[src/rtl/rf_cfg_pkg.sv]
// ============================
// Register file geometry and base types. Imported by every block that
// sizes storage, addresses or client ports.
// ============================
package rf_cfg_pkg;

  localparam int DATA_W       = 32;              // One word per register.
  localparam int ADDR_W       = 5;
  localparam int NUM_REGS     = 32;
  localparam int NUM_RD_PORTS = 2;               // Two operand fetch ports.
  localparam int NUM_CLIENTS  = 2;               // Execute unit and load unit.

  // Partial write widths used by the merge logic.
  localparam int HALF_W = DATA_W / 2;
  localparam int BYTE_W = 8;

  // Width of a client index, kept at one bit or more.
  localparam int CLIENT_W = (NUM_CLIENTS > 1) ? $clog2(NUM_CLIENTS) : 1;

  typedef logic [DATA_W-1:0] reg_word_t;
  typedef logic [ADDR_W-1:0] reg_addr_t;

endpackage

[src/rtl/rf_bus_pkg.sv]
// ============================
// Writeback channel between the clients and the register file.
// Holds the size encoding and the request payload.
// ============================
package rf_bus_pkg;

  import rf_cfg_pkg::*;

  typedef enum logic [1:0] {
    WR_WORD = 2'd0,                              // Whole register is replaced.
    WR_HALF = 2'd1,                              // Low half only.
    WR_BYTE = 2'd2                               // Low byte only.
  } wr_size_e;

  // Payload that a client keeps stable for as long as its req is high.
  typedef struct packed {
    reg_addr_t addr;
    reg_word_t data;
    wr_size_e  size;
  } wr_req_t;

endpackage

[src/rtl/reg_file.sv]
// ============================
// Integer register file with one merging write port, combinational
// read ports and a per-register write lock table.
// ============================
`timescale 1ns/1ns

module reg_file
  import rf_cfg_pkg::*;
  import rf_bus_pkg::*;
(
  input  logic      gated_i_clk,
  input  logic      i_rst_n,
  input  logic      i_wr_en,
  input  wr_req_t   i_wr,
  input  logic      i_lock_we,
  input  reg_addr_t i_lock_addr,
  input  logic      i_lock_val,
  input  reg_addr_t i_rs_addr [NUM_RD_PORTS],
  output reg_word_t o_rs_data [NUM_RD_PORTS]
);

  reg_word_t           regs_q [NUM_REGS];
  logic [NUM_REGS-1:0] lock_q;
  reg_word_t           old_word;
  reg_word_t           merged;
  logic                wr_ok;

  // Builds the new register value from the old one and the request.
  function automatic reg_word_t merge_word(
    input reg_word_t old_w,
    input reg_word_t new_w,
    input wr_size_e  size
  );
    reg_word_t res;
    case (size)
      WR_HALF: res = {old_w[DATA_W-1:HALF_W], new_w[HALF_W-1:0]};
      WR_BYTE: res = {old_w[DATA_W-1:BYTE_W], new_w[BYTE_W-1:0]};
      default: res = new_w;                      // Unused code acts as a full word.
    endcase
    return res;
  endfunction

  assign old_word = regs_q[i_wr.addr];
  assign merged   = merge_word(old_word, i_wr.data, i_wr.size);

  // A locked register or register 0 drops the write without notice.
  assign wr_ok = i_wr_en && (i_wr.addr != '0) && !lock_q[i_wr.addr];

  always_ff @(posedge gated_i_clk) begin
    if (!i_rst_n) begin
      for (int r = 0; r < NUM_REGS; r++) begin
        regs_q[r] <= '0;
      end
    end else if (wr_ok) begin
      regs_q[i_wr.addr] <= merged;               // Index 0 never gets here, so it stays zero.
    end
  end

  always_ff @(posedge gated_i_clk) begin
    if (!i_rst_n) begin
      lock_q <= '0;
    end else if (i_lock_we) begin
      lock_q[i_lock_addr] <= i_lock_val;         // Seen by writes from the next edge on.
    end
  end

  for (genvar p = 0; p < NUM_RD_PORTS; p++) begin : g_rd_port
    assign o_rs_data[p] = regs_q[i_rs_addr[p]];
  end

endmodule

[config.mk]
export PLATFORM = sky130hd
export DESIGN_NAME = reg_file
export DESIGN_NICKNAME = d
export VERILOG_FILES = /design/src/rtl/rf_cfg_pkg.sv /design/src/rtl/rf_bus_pkg.sv /design/src/rtl/reg_file.sv
export SDC_FILE = /design/constraint.sdc
export NUM_CORES = 2
export LEC_CHECK = 0
export BUFFER_PORTS_ARGS = -buffer_cell sky130_fd_sc_hd__buf_4
export CORE_MARGIN = 4
export CORE_UTILIZATION = 28
export CTS_CLUSTER_SIZE = 12
export DETAILED_ROUTE_END_ITERATION = 7
export PLACE_DENSITY_LB_ADDON = 0.12
export SYNTH_ARGS = -nofsm -noshare
export SYNTH_HDL_FRONTEND = slang
export SYNTH_SLANG_ARGS = --single-unit
[constraint.sdc]
create_clock -name gated_i_clk -period 4 [get_ports gated_i_clk]
set_input_delay 0.2 -clock gated_i_clk [delete_from_list [all_inputs] [get_ports gated_i_clk]]
set_output_delay 0.2 -clock gated_i_clk [all_outputs]
set_load 0.01 [all_outputs]
### Word-level counts from Yosys, hierarchy flattened

Memory sizes are Yosys's and may differ from the RTL's.
Index checks and enable logic that the tools add are counted.

* bits in registers: 32
* latch bits: 0
* memory bits (writable): 1024
* ROM bits: 0
* input port bits: 59
* output and inout port bits: 64
* logic and storage cells: 31
* memories: 1

* add/sub/neg operators: 0
* multiply operators: 0
* divide/modulo/power cells: 0
* $lt $le $gt $ge: 3
* equal/unequal tests: 5
* shift-type cells: 0
* muxes and demuxes: 13
* bitwise operators: 0
* reductions and logical operators: 8

Memories
* regs_q: words 32, bits a word 32, read ports 2, clocked after Yosys merged registers in 0, wr ports 32, RTL line reg_file.sv:22 `reg_word_t regs_q [NUM_REGS];`

Operators with widths (number)
* case mux 32 bit (2 select lines): 1
* bitwise mux 32 bit: 1
* two-way mux 32 bit: 1
* OR reduction 32 bit: 1
* less-than comparator 5 x 6 -> 1 bit, second input constant: 2
* two-way mux 1 bit: 6
* binary-select mux 1 bit (select 5 bit): 1
* demux 1 bit (select 5 bit): 1
* >= comparator 5 x 1 -> 1 bit, second input constant: 1
* two-way mux 5 bit: 1
* nonzero test 5 bit: 1
* logical AND 1 bit: 3
* two-way mux 3 bit: 1
* != test 1 bit, second input constant: 3
* AND reduction 3 bit: 1
* equality test 2 x 1 -> 1 bit, second input constant: 1
* equality test 2 bit, second input constant: 1
* AND reduction 2 bit: 1
* zero test 1 bit: 1

### Longest topological paths before layout

* depth in word-level cells: 10
* depth in mapped cells: 9
* mapped depth without buffers: 5

### Least setup slack after synthesis

OpenSTA, ideal clock, no wires.

* kind: input-to-reg
* start point: input port i_wr[37] (netlist name)
* end point: memory regs_q[12][16] (netlist name) (enable)
* library setup time: 0.435 ns
* arrival time: 3.188 ns
* data required time: 3.565 ns
* setup slack: 0.376 ns
* stages: 8
* buffers on the path: 4
* cells stage by stage: buf_2 > nand3b_1 > o2111ai_1 > o22a_1 > buf_2 > clkbuf_1 > buf_2 > o41ai_1

RTL lines
* from (decl): RTL line reg_file.sv:14 `input wr_req_t i_wr,`
* to (decl): RTL line reg_file.sv:22

==> results.json <==
{
  "status": "finished, final reports clean",
  "rr_worst_depth": 3,
  "design.core.area_mm2": 0.203,
  "postPlaceCellArea_mm2": 0.0627,
  "setup_tns_ps": 0,
  "initialDrtViolationCount": 4219,
  "syn_area_per_cell_um2": 14.2,
  "areaGrowthSynthToFinish_pct": 17.6,
  "yosysUniqueCellTypes": 43,
  "cp_common_cell": "buf_4",
  "fin_skew_ps": 27.5,
  "port_buffers": 122,
  "critPathArrivalTime_ps": 2900,
  "layout-drive-gt1-share_pct": 33.6,
  "cts_tree": "built",
  "leakagePower_nw": 19.6,
  "yosys_register_bits": 1055,
  "grt_max_degree": 141,
  "grt_pass1_vias": 42500,
  "hpwl_um": 161000,
  "ys_async_sr_fraction_pct": 0,
  "ys_warn_count": 0,
  "power_mw": 29.2,
  "drtAntennaViolNets": 0,
  "final_nets": 4112,
  "clockBufferDepth": 3,
  "firstDrtPassIters": 7,
  "synth_edf_count": 1024,
  "path_buf_inv": 3,
  "routed_wl_um": 252000,
  "post-cts-setup-buffers": 0,
  "holdCritPathClass": "in -> reg",
  "powerDensity_mw_per_mm2": 435,
  "worst_pin_slew_ps": 1180,
  "synth_top_cell_by_area": "edfxtp_1",
  "finalCritPeriodShare_pct": 77.6,
  "wl_per_cell_um": 36.8,
  "avgViaCountPerCell": 6.17,
  "max-slew-margin-rel_pct": 21.3,
  "cp.required_ps": 3800,
  "worstPathCellList": "buf_8 -> and3b_2 -> buf_4 -> a221o_1 -> a21oi_1 -> a211oi_1 -> buf_4",
  "worstSetupPathType": "in -> out",
  "rsz0062_at_grt": "no",
  "synth_area_leaders": "edfxtp_1 54%, mux4_2 18%, nor4_1 8.0%",
  "synth_flop_cell": "edfxtp_1",
  "crit_cells": 7,
  "cts_htree_levels": 4,
  "drc": 0,
  "dieArea_mm2": 0.211,
  "path_clk_slew_ps": 60,
  "fin_crit_ps": 3100,
  "whs_path_depth": 3,
  "cts_buffers": 135,
  "start_kind": "input port",
  "gr-total-overflow": 0,
  "dieWidth_um": 460,
  "gp_congestion": 0.810,
  "vdd_ir_drop_max_mv": 0.416,
  "rows": 165,
  "clkSinkCount": 1055,
  "cap_violations": 0,
  "grt_pass1_wl_um": 348000,
  "fin_area_mm2": 0.0671,
  "synth_top_area_share_pct": 53.9,
  "cp_max_fo": 30,
  "ys_seq_area_share_pct": 55.0,
  "clock_latency_ps": 790,
  "slew_viol_final": 0,
  "initial_core_util_pct": 28.2,
  "fp.dieH_um": 460,
  "fmax_mhz": 322,
  "track_usage_pct": 23.3,
  "worst_path_largest_cell_delay_ps": 790,
  "hold_violations": 0,
  "setup_viol": 0,
  "netlist_area_mm2": 0.0571,
  "crit_path_end_kind": "primary output",
  "pin_count": 123,
  "synth_cells": 4020,
  "crit_family": "buffers and inverters",
  "cts-root-buf": "clkbuf_16",
  "post_cts_resized": 0,
  "vias": 42100,
  "antenna_found_initial": 5,
  "crit_slowest_cell": "and3b_2"
}
## placed cells by master (no fill, tap or decap), drive strengths merged, types with 12 or more instances in the layout
master	netlist	final
nor4	731	731
edfxtp	1024	1024
a221o	65	65
o21ai	21	21
clkinv	0	63
nand3b	13	13
nor2	22	22
a21oi	93	93
nand2	118	118
o41ai	46	46
nor3	262	262
o22ai	130	130
mux2i	13	13
o31ai	42	42
a211oi	64	64
mux2	130	130
buf	264	412
nor2b	12	12
clkbuf	301	166
inv	7	13
dlygate4sd3	0	17
dfxtp	31	31
mux4	450	450
a22oi	64	64
conb	1	32
nand3	82	82
## state kept, by name (all words and copies together) (netlist names)
signal and flops:
regs_q 1024, lock_q 31
## final timing paths
| check | slack, ps | from | to |
|---|---|---|---|
| setup / recovery | 900 | i_rs_addr[0] | o_rs_data[20] |
| hold / removal | 130 | i_wr[27] | regs_q[6][25] |
| setup reg to reg | 1070 | lock_q[18] | regs_q[19][9] |
| hold reg to reg | 460 | lock_q[6] | lock_q[6] |
## layer usage
| layer | up-vias | global-route usage, % | routed length (um) |
|---|---|---|---|
| met4 | 6 | 7.34 | 8410 |
| met5 | - | 0 | 41 |
| li1 | 17300 | - | - |
| met3 | 364 | 3.67 | 16200 |
| met1 | 22700 | 31.4 | 106000 |
| met2 | 1787 | 38.3 | 121000 |
## worst min-delay path, cell delays in order
cell	delay, ps
buf_4	130
nand3_1	320
nor4_1	70
## Yosys cell counts, drive strengths merged (65+ instances only)
library cell / n
mux2: 130
clkbuf: 301
o22ai: 130
a21oi: 93
a221o: 65
edfxtp: 1024
nand3: 82
nor4: 731
nand2: 118
buf: 264
mux4: 450
nor3: 262
## report_power, final
part / leakage (nW) / switching, mW / internal, mW
Clock: 2.06 / 5.10 / 6.84
Sequential: 9.99 / 0.291 / 12.7
Combinational: 7.51 / 2.74 / 1.54
Total: 19.6 / 8.13 / 21.1
## through the flow
step	hold slack (ps)	utilization, %	std cells	worst slack (ps)
global route	87.3	33.1	6830	887
CTS	77.3	33.1	6830	869
detailed placement	451	31.0	6570	806
floorplan	347	-	4051	376
finish	126	33.1	6832	898
global placement	451	31.0	6570	867
## layout make-up
type / instances / area [um2]
multi-input combinational: 2424 / 24200
timing repair buffer: 429 / 3990
clock buffer: 166 / 3600
sequential: 1055 / 31400
inverter: 7 / 26.3
antenna: 2 / 5.00
clock inverter: 77 / 581
tap: 2672 / 3340
fill: 19700 / 135000
## logic make-up after synthesis
kind of cell	synth area share [%]
and+or+nand+nor	13.5
DFF	55.0
muxes	20.5
buffers and inverters	4.41
AOI/OAI and AO/OA	6.57
adders and majority gates	0.0219
other	0.00657
## timing repair
item,CTS,global route
hold buffers,17,0
endpoints found under the hold margin,60,0
endpoints found under the setup margin,0,0
No activity file was read; power rests on OpenSTA's default activity.
